===== src/rtl/rv_pkg.sv =====
`default_nettype none

package rv_pkg;

  // --------------------------------------------------------------------------
  // Widths and reset address
  // --------------------------------------------------------------------------

  localparam int xlen   = 32;
  localparam int reg_aw = 5;

  typedef logic [xlen-1:0]   word_t;
  typedef logic [reg_aw-1:0] reg_addr_t;

  // First fetch after reset
  localparam word_t reset_pc = '0;

  // EBREAK is matched on the full word, not just the opcode
  localparam word_t instr_ebreak = 32'h0010_0073;

  // --------------------------------------------------------------------------
  // Encodings
  // --------------------------------------------------------------------------

  // Major opcodes kept in this core
  typedef enum logic [6:0] {
    opc_load   = 7'b0000011,
    opc_op_imm = 7'b0010011,
    opc_store  = 7'b0100011,
    opc_op     = 7'b0110011,
    opc_lui    = 7'b0110111,
    opc_branch = 7'b1100011,
    opc_jal    = 7'b1101111,
    opc_system = 7'b1110011
  } opcode_e;

  // ALU operations
  typedef enum logic [3:0] {
    alu_add,
    alu_sub,
    alu_sll,
    alu_slt,
    alu_sltu,
    alu_xor,
    alu_srl,
    alu_sra,
    alu_or,
    alu_and,
    alu_pass_b
  } alu_op_e;

  // Write-back source
  typedef enum logic [1:0] {
    res_alu,
    res_mem,
    res_pc_plus4
  } res_src_e;

endpackage

`default_nettype wire


===== src/rtl/rv_decoder.sv =====
`timescale 1ns/1ps
`default_nettype none

module rv_decoder (
  input  rv_pkg::word_t     instr,
  output rv_pkg::reg_addr_t rs1_addr,
  output rv_pkg::reg_addr_t rs2_addr,
  output rv_pkg::reg_addr_t rd_addr,
  output rv_pkg::word_t     imm,
  output rv_pkg::alu_op_e   alu_op,
  output logic              alu_b_imm,
  output logic              reg_write,
  output logic              mem_write,
  output rv_pkg::res_src_e  res_src,
  output logic              is_branch,
  output logic              branch_ne,
  output logic              is_jump,
  output logic              is_ebreak
);

  rv_pkg::opcode_e opcode;
  logic [2:0]      funct3;
  rv_pkg::word_t   imm_i;
  rv_pkg::word_t   imm_s;
  rv_pkg::word_t   imm_b;
  rv_pkg::word_t   imm_u;
  rv_pkg::word_t   imm_j;

  // funct3 to ALU op, shared by OP and OP-IMM
  function automatic rv_pkg::alu_op_e alu_from_funct3(input logic [2:0] f3,
                                                       input logic sub_sel,
                                                       input logic sra_sel);
    case (f3)
      3'b000:  return sub_sel ? rv_pkg::alu_sub : rv_pkg::alu_add;
      3'b001:  return rv_pkg::alu_sll;
      3'b010:  return rv_pkg::alu_slt;
      3'b011:  return rv_pkg::alu_sltu;
      3'b100:  return rv_pkg::alu_xor;
      3'b101:  return sra_sel ? rv_pkg::alu_sra : rv_pkg::alu_srl;
      3'b110:  return rv_pkg::alu_or;
      default: return rv_pkg::alu_and;
    endcase
  endfunction

  assign opcode   = rv_pkg::opcode_e'(instr[6:0]);
  assign funct3   = instr[14:12];
  assign rd_addr  = instr[11:7];
  assign rs1_addr = instr[19:15];
  assign rs2_addr = instr[24:20];

  // Immediate formats, all sign extended from bit 31
  assign imm_i = {{20{instr[31]}}, instr[31:20]};
  assign imm_s = {{20{instr[31]}}, instr[31:25], instr[11:7]};
  assign imm_b = {{19{instr[31]}}, instr[31], instr[7], instr[30:25], instr[11:8], 1'b0};
  assign imm_u = {instr[31:12], 12'b0};
  assign imm_j = {{11{instr[31]}}, instr[31], instr[19:12], instr[20], instr[30:21], 1'b0};

  always_comb begin
    imm       = '0;
    alu_op    = rv_pkg::alu_add;
    alu_b_imm = 1'b0;
    reg_write = 1'b0;
    mem_write = 1'b0;
    res_src   = rv_pkg::res_alu;
    is_branch = 1'b0;
    branch_ne = 1'b0;
    is_jump   = 1'b0;
    is_ebreak = 1'b0;
    case (opcode)
      rv_pkg::opc_op: begin
        reg_write = 1'b1;
        alu_op    = alu_from_funct3(funct3, instr[30], instr[30]);
      end
      rv_pkg::opc_op_imm: begin
        reg_write = 1'b1;
        alu_b_imm = 1'b1;
        imm       = imm_i;
        // No SUBI; bit 30 only selects SRAI
        alu_op    = alu_from_funct3(funct3, 1'b0, instr[30]);
      end
      rv_pkg::opc_lui: begin
        reg_write = 1'b1;
        alu_b_imm = 1'b1;
        imm       = imm_u;
        alu_op    = rv_pkg::alu_pass_b;
      end
      rv_pkg::opc_load: begin
        // LW only
        reg_write = (funct3 == 3'b010);
        alu_b_imm = 1'b1;
        imm       = imm_i;
        res_src   = rv_pkg::res_mem;
      end
      rv_pkg::opc_store: begin
        // SW only
        mem_write = (funct3 == 3'b010);
        alu_b_imm = 1'b1;
        imm       = imm_s;
      end
      rv_pkg::opc_branch: begin
        // BEQ and BNE
        is_branch = (funct3[2:1] == 2'b00);
        branch_ne = funct3[0];
        imm       = imm_b;
      end
      rv_pkg::opc_jal: begin
        reg_write = 1'b1;
        is_jump   = 1'b1;
        res_src   = rv_pkg::res_pc_plus4;
        imm       = imm_j;
      end
      rv_pkg::opc_system: begin
        is_ebreak = (instr == rv_pkg::instr_ebreak);
      end
      default: begin
      end
    endcase
  end

  // A store never writes back, for any instruction seen
  a_no_store_writeback: assert property (@(instr) !(mem_write && reg_write));

endmodule

`default_nettype wire


===== src/rtl/rv_regfile.sv =====
`timescale 1ns/1ps
`default_nettype none

module rv_regfile (
  input  logic              clk,
  input  logic              rst_n,
  input  rv_pkg::reg_addr_t rs1_addr,
  input  rv_pkg::reg_addr_t rs2_addr,
  output rv_pkg::word_t     rs1_data,
  output rv_pkg::word_t     rs2_data,
  input  logic              we,
  input  rv_pkg::reg_addr_t rd_addr,
  input  rv_pkg::word_t     rd_data
);

  // x1..x31, x0 has no storage
  rv_pkg::word_t regs [1:2**rv_pkg::reg_aw-1];

  always_ff @(posedge clk or negedge rst_n) begin
    if (!rst_n) begin
      regs <= '{default: '0};
    end else if (we && rd_addr != '0) begin
      regs[rd_addr] <= rd_data;
    end
  end

  // Combinational reads, x0 reads zero
  assign rs1_data = (rs1_addr == '0) ? '0 : regs[rs1_addr];
  assign rs2_data = (rs2_addr == '0) ? '0 : regs[rs2_addr];

  // Writes, including ones aimed at x0, leave x0 reading zero
  a_x0_zero: assert property (
    @(posedge clk) disable iff (!rst_n)
    we |=> (rs1_addr != '0 || rs1_data == '0) && (rs2_addr != '0 || rs2_data == '0)
  );

endmodule

`default_nettype wire


===== src/rtl/rv_alu.sv =====
`timescale 1ns/1ps
`default_nettype none

module rv_alu (
  input  rv_pkg::word_t   rs1_data,
  input  rv_pkg::word_t   rs2_data,
  input  rv_pkg::word_t   imm,
  input  logic            alu_b_imm,
  input  rv_pkg::alu_op_e alu_op,
  output rv_pkg::word_t   result
);

  rv_pkg::word_t a;
  rv_pkg::word_t b;
  logic [4:0]    shamt;
  logic          lt_s;
  logic          lt_u;

  // Operand B from the register file or the immediate
  assign a     = rs1_data;
  assign b     = alu_b_imm ? imm : rs2_data;
  assign shamt = b[4:0];

  assign lt_s = $signed(a) < $signed(b);
  assign lt_u = a < b;

  // --------------------------------------------------------------------------
  // Operation select
  // --------------------------------------------------------------------------

  always_comb begin
    case (alu_op)
      rv_pkg::alu_add:    result = a + b;
      rv_pkg::alu_sub:    result = a - b;
      rv_pkg::alu_sll:    result = a << shamt;
      rv_pkg::alu_slt:    result = {{(rv_pkg::xlen-1){1'b0}}, lt_s};
      rv_pkg::alu_sltu:   result = {{(rv_pkg::xlen-1){1'b0}}, lt_u};
      rv_pkg::alu_xor:    result = a ^ b;
      rv_pkg::alu_srl:    result = a >> shamt;
      rv_pkg::alu_sra:    result = rv_pkg::word_t'($signed(a) >>> shamt);
      rv_pkg::alu_or:     result = a | b;
      rv_pkg::alu_and:    result = a & b;
      // LUI
      rv_pkg::alu_pass_b: result = b;
      default:            result = '0;
    endcase
  end

endmodule

`default_nettype wire


===== src/rtl/rv_pc_unit.sv =====
`timescale 1ns/1ps
`default_nettype none

module rv_pc_unit (
  input  logic          clk,
  input  logic          rst_n,
  input  rv_pkg::word_t rs1_data,
  input  rv_pkg::word_t rs2_data,
  input  rv_pkg::word_t imm,
  input  logic          is_branch,
  input  logic          branch_ne,
  input  logic          is_jump,
  input  logic          is_ebreak,
  output rv_pkg::word_t pc,
  output rv_pkg::word_t pc_plus4
);

  rv_pkg::word_t target;
  rv_pkg::word_t pc_next;
  logic          rs_eq;
  logic          taken;

  assign pc_plus4 = pc + 32'd4;

  // PC-relative target for JAL and branches
  assign target = pc + imm;

  // BEQ takes on equal, BNE on not equal
  assign rs_eq = (rs1_data == rs2_data);
  assign taken = is_jump || (is_branch && (rs_eq ^ branch_ne));

  always_comb begin
    if (is_ebreak) begin
      pc_next = pc;
    end else if (taken) begin
      pc_next = target;
    end else begin
      pc_next = pc_plus4;
    end
  end

  always_ff @(posedge clk or negedge rst_n) begin
    if (!rst_n) begin
      pc <= rv_pkg::reset_pc;
    end else begin
      pc <= pc_next;
    end
  end

  a_pc_aligned: assert property (@(posedge clk) disable iff (!rst_n) pc[1:0] == 2'b00);

endmodule

`default_nettype wire


===== src/rtl/rv_core.sv =====
`timescale 1ns/1ps
`default_nettype none

module rv_core (
  input  logic          clk,
  input  logic          rst_n,
  output rv_pkg::word_t imem_addr,
  input  rv_pkg::word_t imem_rdata,
  output rv_pkg::word_t dmem_addr,
  output rv_pkg::word_t dmem_wdata,
  output logic          dmem_we,
  input  rv_pkg::word_t dmem_rdata,
  output logic          ebreak
);

  rv_pkg::reg_addr_t rs1_addr;
  rv_pkg::reg_addr_t rs2_addr;
  rv_pkg::reg_addr_t rd_addr;
  rv_pkg::word_t     imm;
  rv_pkg::alu_op_e   alu_op;
  logic              alu_b_imm;
  logic              reg_write;
  logic              mem_write;
  rv_pkg::res_src_e  res_src;
  logic              is_branch;
  logic              branch_ne;
  logic              is_jump;
  logic              is_ebreak;
  rv_pkg::word_t     rs1_data;
  rv_pkg::word_t     rs2_data;
  rv_pkg::word_t     alu_result;
  rv_pkg::word_t     pc;
  rv_pkg::word_t     pc_plus4;
  rv_pkg::word_t     rd_data;
  logic              reg_we;

  // --------------------------------------------------------------------------
  // Units
  // --------------------------------------------------------------------------

  rv_decoder u_decoder (
    .instr    (imem_rdata),
    .rs1_addr (rs1_addr),
    .rs2_addr (rs2_addr),
    .rd_addr  (rd_addr),
    .imm      (imm),
    .alu_op   (alu_op),
    .alu_b_imm(alu_b_imm),
    .reg_write(reg_write),
    .mem_write(mem_write),
    .res_src  (res_src),
    .is_branch(is_branch),
    .branch_ne(branch_ne),
    .is_jump  (is_jump),
    .is_ebreak(is_ebreak)
  );

  rv_regfile u_regfile (
    .clk     (clk),
    .rst_n   (rst_n),
    .rs1_addr(rs1_addr),
    .rs2_addr(rs2_addr),
    .rs1_data(rs1_data),
    .rs2_data(rs2_data),
    .we      (reg_we),
    .rd_addr (rd_addr),
    .rd_data (rd_data)
  );

  rv_alu u_alu (
    .rs1_data (rs1_data),
    .rs2_data (rs2_data),
    .imm      (imm),
    .alu_b_imm(alu_b_imm),
    .alu_op   (alu_op),
    .result   (alu_result)
  );

  rv_pc_unit u_pc_unit (
    .clk      (clk),
    .rst_n    (rst_n),
    .rs1_data (rs1_data),
    .rs2_data (rs2_data),
    .imm      (imm),
    .is_branch(is_branch),
    .branch_ne(branch_ne),
    .is_jump  (is_jump),
    .is_ebreak(is_ebreak),
    .pc       (pc),
    .pc_plus4 (pc_plus4)
  );

  // --------------------------------------------------------------------------
  // Memory ports and write-back
  // --------------------------------------------------------------------------

  assign imem_addr  = pc;
  assign dmem_addr  = alu_result;
  assign dmem_wdata = rs2_data;

  // No writes and no halt while in reset
  assign reg_we  = reg_write & rst_n;
  assign dmem_we = mem_write & rst_n;
  assign ebreak  = is_ebreak & rst_n;

  always_comb begin
    case (res_src)
      rv_pkg::res_mem:      rd_data = dmem_rdata;
      rv_pkg::res_pc_plus4: rd_data = pc_plus4;
      default:              rd_data = alu_result;
    endcase
  end

  // Halted core keeps fetching the EBREAK
  a_halt_holds: assert property (
    @(posedge clk) disable iff (!rst_n) ebreak |=> $stable(imem_addr) && !dmem_we
  );

endmodule

`default_nettype wire


===== config.mk =====
export PLATFORM = sky130hd
export DESIGN_NAME = rv_core
export DESIGN_NICKNAME = d
export VERILOG_FILES = /design/src/rtl/rv_pkg.sv /design/src/rtl/rv_decoder.sv /design/src/rtl/rv_regfile.sv /design/src/rtl/rv_alu.sv /design/src/rtl/rv_pc_unit.sv /design/src/rtl/rv_core.sv
export SDC_FILE = /design/constraint.sdc
export NUM_CORES = 2
export LEC_CHECK = 0
export BUFFER_PORTS_ARGS = -buffer_cell sky130_fd_sc_hd__buf_2
export CORE_MARGIN = 2
export CORE_UTILIZATION = 40
export DETAILED_ROUTE_END_ITERATION = 12
export PLACE_DENSITY = 0.66
export REMOVE_ABC_BUFFERS = 1
export SLEW_MARGIN = 15
export SYNTH_ARGS = -nofsm -noshare
export SYNTH_HDL_FRONTEND = slang
export SYNTH_HIERARCHICAL = 1
export SYNTH_SLANG_ARGS = --single-unit

===== constraint.sdc =====
create_clock -name clk -period 6.8 [get_ports clk]
set_input_delay 1.02 -clock clk [delete_from_list [all_inputs] [get_ports clk]]
set_output_delay 1.02 -clock clk [all_outputs]
set_load 0.005 [all_outputs]

Word level (Yosys, flattened, before mapping)
Cells that the tools add are included.

storage, ports and cells
  register bits = 1,024
  input bits = 66
  output and inout port bits = 98
  word-level logic and storage cells = 125

cells by class
  magnitude comparators = 6
  $add $sub $neg = 4
  muxes and demuxes = 29
  shifts and indexed selects = 3
  eq/ne operators = 28
  bitwise logic cells = 10
  reduce and logical (&&, ||, !) cells = 13

operators by type and width
  kind                   count
  $bwmux 992             1
  $pmux 32 s11           1
  $bmux 32 s5            2
  $mux 32                9
  $demux 32 s5           1
  $pmux 32 s5            1
  $add 32x32->32         2
  $lt 32x32->1           2
  $pmux 32 s2            1
  $pmux 4 s7             2
  $add 32x3->32 const B  1
  $and 32x32->32         1
  $eq 32x21->1 const B   1
  $eq 32x32->1           1
  $or 32x32->32          1
  $shl 32x5->32          1
  $shr 32x5->32          1
  $sshr 32x5->32         1
  $sub 32x32->32         1
  $xor 32x32->32         1
  $eq 7x6->1 const B     3
  $eq 7x7->1 const B     3
  $ge 6x6->1 const B     3
  $not 5->6              3
  27 further kinds       49

Longest topological paths before layout
  depth after elaboration = 10
  gate-level depth with buffers = 30
  gate-level depth less buffers = 21

Cells and area by module
The synthesis kept the hierarchy.

by module, submodules not included
  module      cells an instance  instances  area an instance (µm²)  sequential area each (µm²)
  rv_regfile  3,624              1          53,000.8                24,823.8
  rv_alu      1,432              1          9,574.2                 0.0
  rv_pc_unit  559                1          4,306.6                 800.8
  rv_decoder  146                1          963.4                   0.0
  rv_core     116                1          655.6                   0.0

Worst setup path before layout
Ideal clock, no wire load.

  kind = input port to output port
  start point = in imem_rdata[21]
  end point = out dmem_addr[30]
  path buffers = 8
  arrival = 6.450 ns
  cell stages on the path = 24
  data required time = 5.780 ns
  setup slack = -0.670 ns
  cell sequence = buf_4 -> buf_2 -> buf_4 -> or2_2 -> clkbuf_1 -> o22ai_1 -> a211oi_1 -> nor4_1 -> mux2i_1 -> inv_1 -> buf_1 -> buf_1 -> clkbuf_1 -> clkbuf_1 -> ha_1 -> nand3_1 -> nand2_1 -> nor4_1 -> o31a_1 -> o41a_1 -> o311ai_2 -> a211oi_1 -> a211o_1 -> a22o_1

between the ends
  longest elaborated chain between the ends = 8
  elaborated cells between the ends (all ways) = 17
  those cells by class = add/sub: 2; shift: 3; mux: 7; bitwise: 4; reduce/logical: 1

RTL lines
  item                                          RTL line          source
  from (decl)                                   rv_core.sv:8      input rv_pkg::word_t imem_rdata,
  $not 5->6 (implied by the code)               rv_regfile.sv:29  assign rs2_data = (rs2_addr == '0) ? '0 : regs[rs2_addr];
  $bmux 32 s5                                   rv_regfile.sv:29
  $mux 32 (implied by the code) (2 in a row)    rv_regfile.sv:29
  $mux 32 (*)                                   rv_regfile.sv:29
  named net dmem_wdata[3]                       rv_core.sv:10     output rv_pkg::word_t dmem_wdata,
  $mux 32 (*)                                   rv_alu.sv:21      assign b = alu_b_imm ? imm : rs2_data;
  $sub 32x32->32, or another cell as far along  rv_alu.sv:34      rv_pkg::alu_sub: result = a - b;
  $pmux 32 s11 (*)                              rv_alu.sv:32      case (alu_op)
  to (decl)                                     rv_core.sv:9      output rv_pkg::word_t dmem_addr,

Mark *: on every way through the listed nets, which the timed path passes. The rest lies on a longest branch. The select of a mux whose other input is x is not followed.

Worst setup path after layout
  start point = in imem_rdata[21]
  end point = out dmem_addr[27]

between the ends
  longest elaborated chain between the ends = 8
  elaborated cells between the ends (all ways) = 17
  those cells by class = add/sub: 2; shift: 3; mux: 7; bitwise: 4; reduce/logical: 1

RTL lines
  item                                          RTL line
  $not 5->6 (implied by the code)               rv_regfile.sv:29
  $bmux 32 s5                                   rv_regfile.sv:29
  $mux 32 (implied by the code) (2 in a row)    rv_regfile.sv:29
  $mux 32                                       rv_regfile.sv:29
  $mux 32 (*)                                   rv_alu.sv:21
  $sub 32x32->32, or another cell as far along  rv_alu.sv:34
  $pmux 32 s11 (*)                              rv_alu.sv:32

Mark *: on every way between the ends. The rest lies on a longest branch, timed or not. The select of a mux whose other input is x is not followed.

==> impl_metrics.csv <==
group,metric,value,unit
timing,slew_headroom,16.1,%
logic_synthesis,syn_avg_cell_area,11.7,sq um
power,p_leak,38.9,nW
timing,hold_viol_final,0,
die,die_h,418,microns
clocking,cts_made_buffers,101,
setup_path,cp_max_fo,10,
timing,fin_crit_sh,101,%
setup_path,critPathArrivalTime,5.83,ns
logic_synthesis,synth_ff_type,"dfrtp_1",
finish,stdcell_count,8912,
logic_synthesis,ys_ff_latch,1024,
die,std_cell_rows,151,
die,die_w,418,microns
power,vdd_drop_max,0.214,mV
global_routing,antenna_found_initial,10,
placement,port_buffers,163,
finish,fillers,14700,
global_routing,grt_first_pass_wirelength,415000,microns
timing,tightest_slew,1.25,ns
power,power,16.1,mW
power,p_comb_share,23.5,%
setup_path,crit_type,"in2out",
power,power_frac_clock,36.9,%
logic_synthesis,yosysMostFrequentCell,"mux2_2",
finish,drive_gt1_share,46.2,%
status,failed_checks,"negative setup slack",
detailed_routing,initialDrtViolationCount,7381,
setup_path,r2r_slack,1.05,ns
clocking,cts_buffer_depth,3,
timing,fin_hold_ws,0.173,ns
clocking,cts_root_buffer,"clkbuf_16",
timing,setup_ws,-0.0547,ns
detailed_routing,drc,0,
logic_synthesis,synth.distinct_cells,110,
logic_synthesis,synth_edf_count,0,
logic_synthesis,ys_seq_area_share,37.4,%
placement,gp_congestion,1.07,
power,powerDensity,192,mW/mm^2
worst_hold_path,hp-class,"in2async",
clocking,cts_sinks,1024,
detailed_routing,wl_per_cell,32.6,microns
power,switchingPower,5.03,mW
die,dieArea,0.175,sq mm
setup_path,path_common_cell,"buf_4",
logic_synthesis,yosys_warnings,6,
detailed_routing,wl,291000,microns
clocking,clk_pin_slew,0.07,ns
global_routing,overflow,0,
setup_path,critPathLaunchType,"primary input",
detailed_routing,routed_via_density,6.60,
placement,dp_cells,8641,
logic_synthesis,synth.top_cells.by_count,"mux2_2, dfrtp_1, mux4_2",
global_routing,grt_pass1_vias,58500,
logic_synthesis,synth_top_area_cell,"dfrtp_1",
setup_path,crit_start,"imem_rdata[21]",
clocking,htree_levels,3,
global_routing,grtUsageTotal,32.4,%
clocking,worstSkewPairLatency,0.74,ns
setup_path,cp_slowest_stage_delay,0.35,ns
logic_synthesis,syn_area,0.0685,sq mm
clocking,cts_tree,"yes",
timing,fin_crit,6.85,ns
detailed_routing,ant_nets,0,
setup_path,rr_endpoint,"u_regfile/regs[408]",
die,ioPinCount,164,
die,core,0.170,sq mm
power,p_seq_share,39.6,%
detailed_routing,num_vias,58800,
finish,area_growth,23.0,%
clocking,hold_buffers,0,
timing,rsz0062_at_grt,"yes",
power,switching_share,31.2,%
detailed_routing,first_pass_iters,6,
timing,fin_setup_tns,-0.164,ns
logic_synthesis,synth_top_area_share,37.4,%
timing,setup_violations,5,
setup_path,worstPathCellList,"buf_16, buf_4, mux2i_1, o22ai_1, a2111oi_2, buf_4, nor4_2, buf_4, mux2i_4, buf_4, ha_4, inv_1, o311a_4, o41ai_4, buf_4, o211a_4, o211a_4, buf_4, o31a_1, or3_1, a31o_2, o41ai_2, buf_4, buf_2",
power,power_report.internal_total,11.1,mW
flow_run,max-cap-violations,0,
setup_path,r2r-start,"u_regfile/regs[384]",
timing,fmax,0.146,GHz
setup_path,critPathCaptureType,"output port",
placement,hpwl,206000,microns
die,start_util,40.4,%
setup_path,worstRegToRegCells,25,
global_routing,grt_max_degree,180,
timing,clock_skew,0.0453,ns
finish,final_net_count,6811,
setup_path,crit_path_top_delay_cell,"mux2i_1",
setup_path,critPathRequiredTime,5.78,ns
logic_synthesis,async_reset_ff_share,100,%
logic_synthesis,syn_inst,5877,
logic_synthesis,synthTopCellsByArea,"dfrtp_1, mux2_2, mux4_2, mux2i_1, ha_1",
timing,slew_violations,0,
status,outcome,"complete, but fails checks",
[per-stage QoR]
| stage | util, % | setup WS [ns] | area [sq um] |
|---|---|---|---|
| finish | 49.7 | -0.0547 | 84200 |
| floorplan | - | -6.25 | 65700 |
| global placement | 46.3 | -0.937 | 78600 |
| global route | 49.6 | -0.211 | 84200 |
| CTS | 49.0 | -0.0396 | 83100 |
| detailed placement | 46.3 | -0.924 | 78600 |
[cell families (layout without fill, tap and decap cells)]
logic type,Yosys count,in the layout,synth area share (%)
buf+inv,713,1526,4.84
xor+xnor,92,92,1.18
mux,1824,1824,35.8
other cells,0,4,0
flops,1024,1024,37.4
simple gates,1006,1006,7.31
fa+ha+maj,138,138,2.55
compound gates,1080,1080,10.9
[registers in the layout (all words and copies together) (netlist names)]
signal / count
u_regfile/regs: 992
u_pc_unit/pc: 32
[placed cells by master (no fill, tap or decap), types with 39 or more instances in the layout]
| cell | Yosys | routed |
|---|---|---|
| a22oi_1 | 56 | 56 |
| o211ai_1 | 55 | 55 |
| nand3_1 | 95 | 93 |
| o21ai_0 | 127 | 120 |
| buf_12 | 0 | 117 |
| inv_1 | 129 | 128 |
| ha_1 | 135 | 117 |
| nand2_1 | 257 | 244 |
| a211oi_1 | 96 | 69 |
| nand4_1 | 46 | 46 |
| buf_2 | 207 | 155 |
| mux4_2 | 392 | 392 |
| mux2_2 | 1040 | 1039 |
| xnor2_1 | 66 | 66 |
| nor2b_1 | 69 | 65 |
| nor2_1 | 265 | 248 |
| o22ai_1 | 137 | 131 |
| clkbuf_16 | 0 | 103 |
| a31oi_1 | 40 | 39 |
| dfrtp_1 | 1024 | 1024 |
| a21oi_1 | 175 | 167 |
| mux2i_1 | 380 | 364 |
| buf_4 | 63 | 885 |
| nand2b_1 | 53 | 47 |
[per-layer routing]
| layer | global-route usage, % | wire, microns | part of all wire (%) |
|---|---|---|---|
| met2 | 50.1 | 131000 | 45 |
| met5 | 0 | 84 | 0.029 |
| met1 | 39.2 | 105000 | 36 |
| met4 | 24.4 | 26000 | 9.0 |
| met3 | 7.93 | 28500 | 9.8 |
[worst max path at each step]
stage	to	slack (ns)	cells after the start
2_1_floorplan	u_regfile/regs[125]	-6.25	18
3_3_place_gp	dmem_addr[27]	-0.94	25
3_5_place_dp	dmem_addr[27]	-0.92	25
4_1_cts	dmem_addr[27]	-0.04	21
5_1_grt	dmem_addr[27]	-0.21	24
6_report	dmem_addr[27]	-0.05	24
[cell type report]
class | count | area (sq um) | share of cell area (%)
diodes | 4 | 10.0 | 0.0119
clock buffers | 136 | 2870 | 3.41
clock inverters | 50 | 639 | 0.759
inverters | 133 | 505 | 0.600
multi-input cells | 4140 | 41100 | 48.8
flip-flops and latches | 1024 | 25600 | 30.4
well taps | 2218 | 2780 | 3.29
repair buffers | 1207 | 10700 | 12.7
[what timing repair did]
item / in CTS / in global routing
gates cloned: 6 / 2
pin swaps: 19 / 43
setup buffers: 18 / 56
resized for setup: 137 / 125
setup endpoints to repair: 24 / 21
[worst max-delay path, delay by kind of cell]
family                   cells  cell delay [ns]
AO/OA/AOI/OAI                9             1.97
AND/OR/NAND/NOR              2             0.35
multiplexers                 2             0.60
adder cells (fa/ha/maj)      1             0.21
buffers and inverters       10             1.64
[power by group through the flow]
stage | Sequential, mW | Combinational [mW] | Clock [mW]
after global placement | 6.48 | 3.47 | 0
after floorplan | 6.43 | 1.42 | 0
after CTS | 6.37 | 3.60 | 6.01
final | 6.38 | 3.80 | 5.95
after global routing | 6.39 | 3.96 | 6.24
after detailed placement | 6.49 | 3.50 | 0
(Power assumes the default switching activity.)
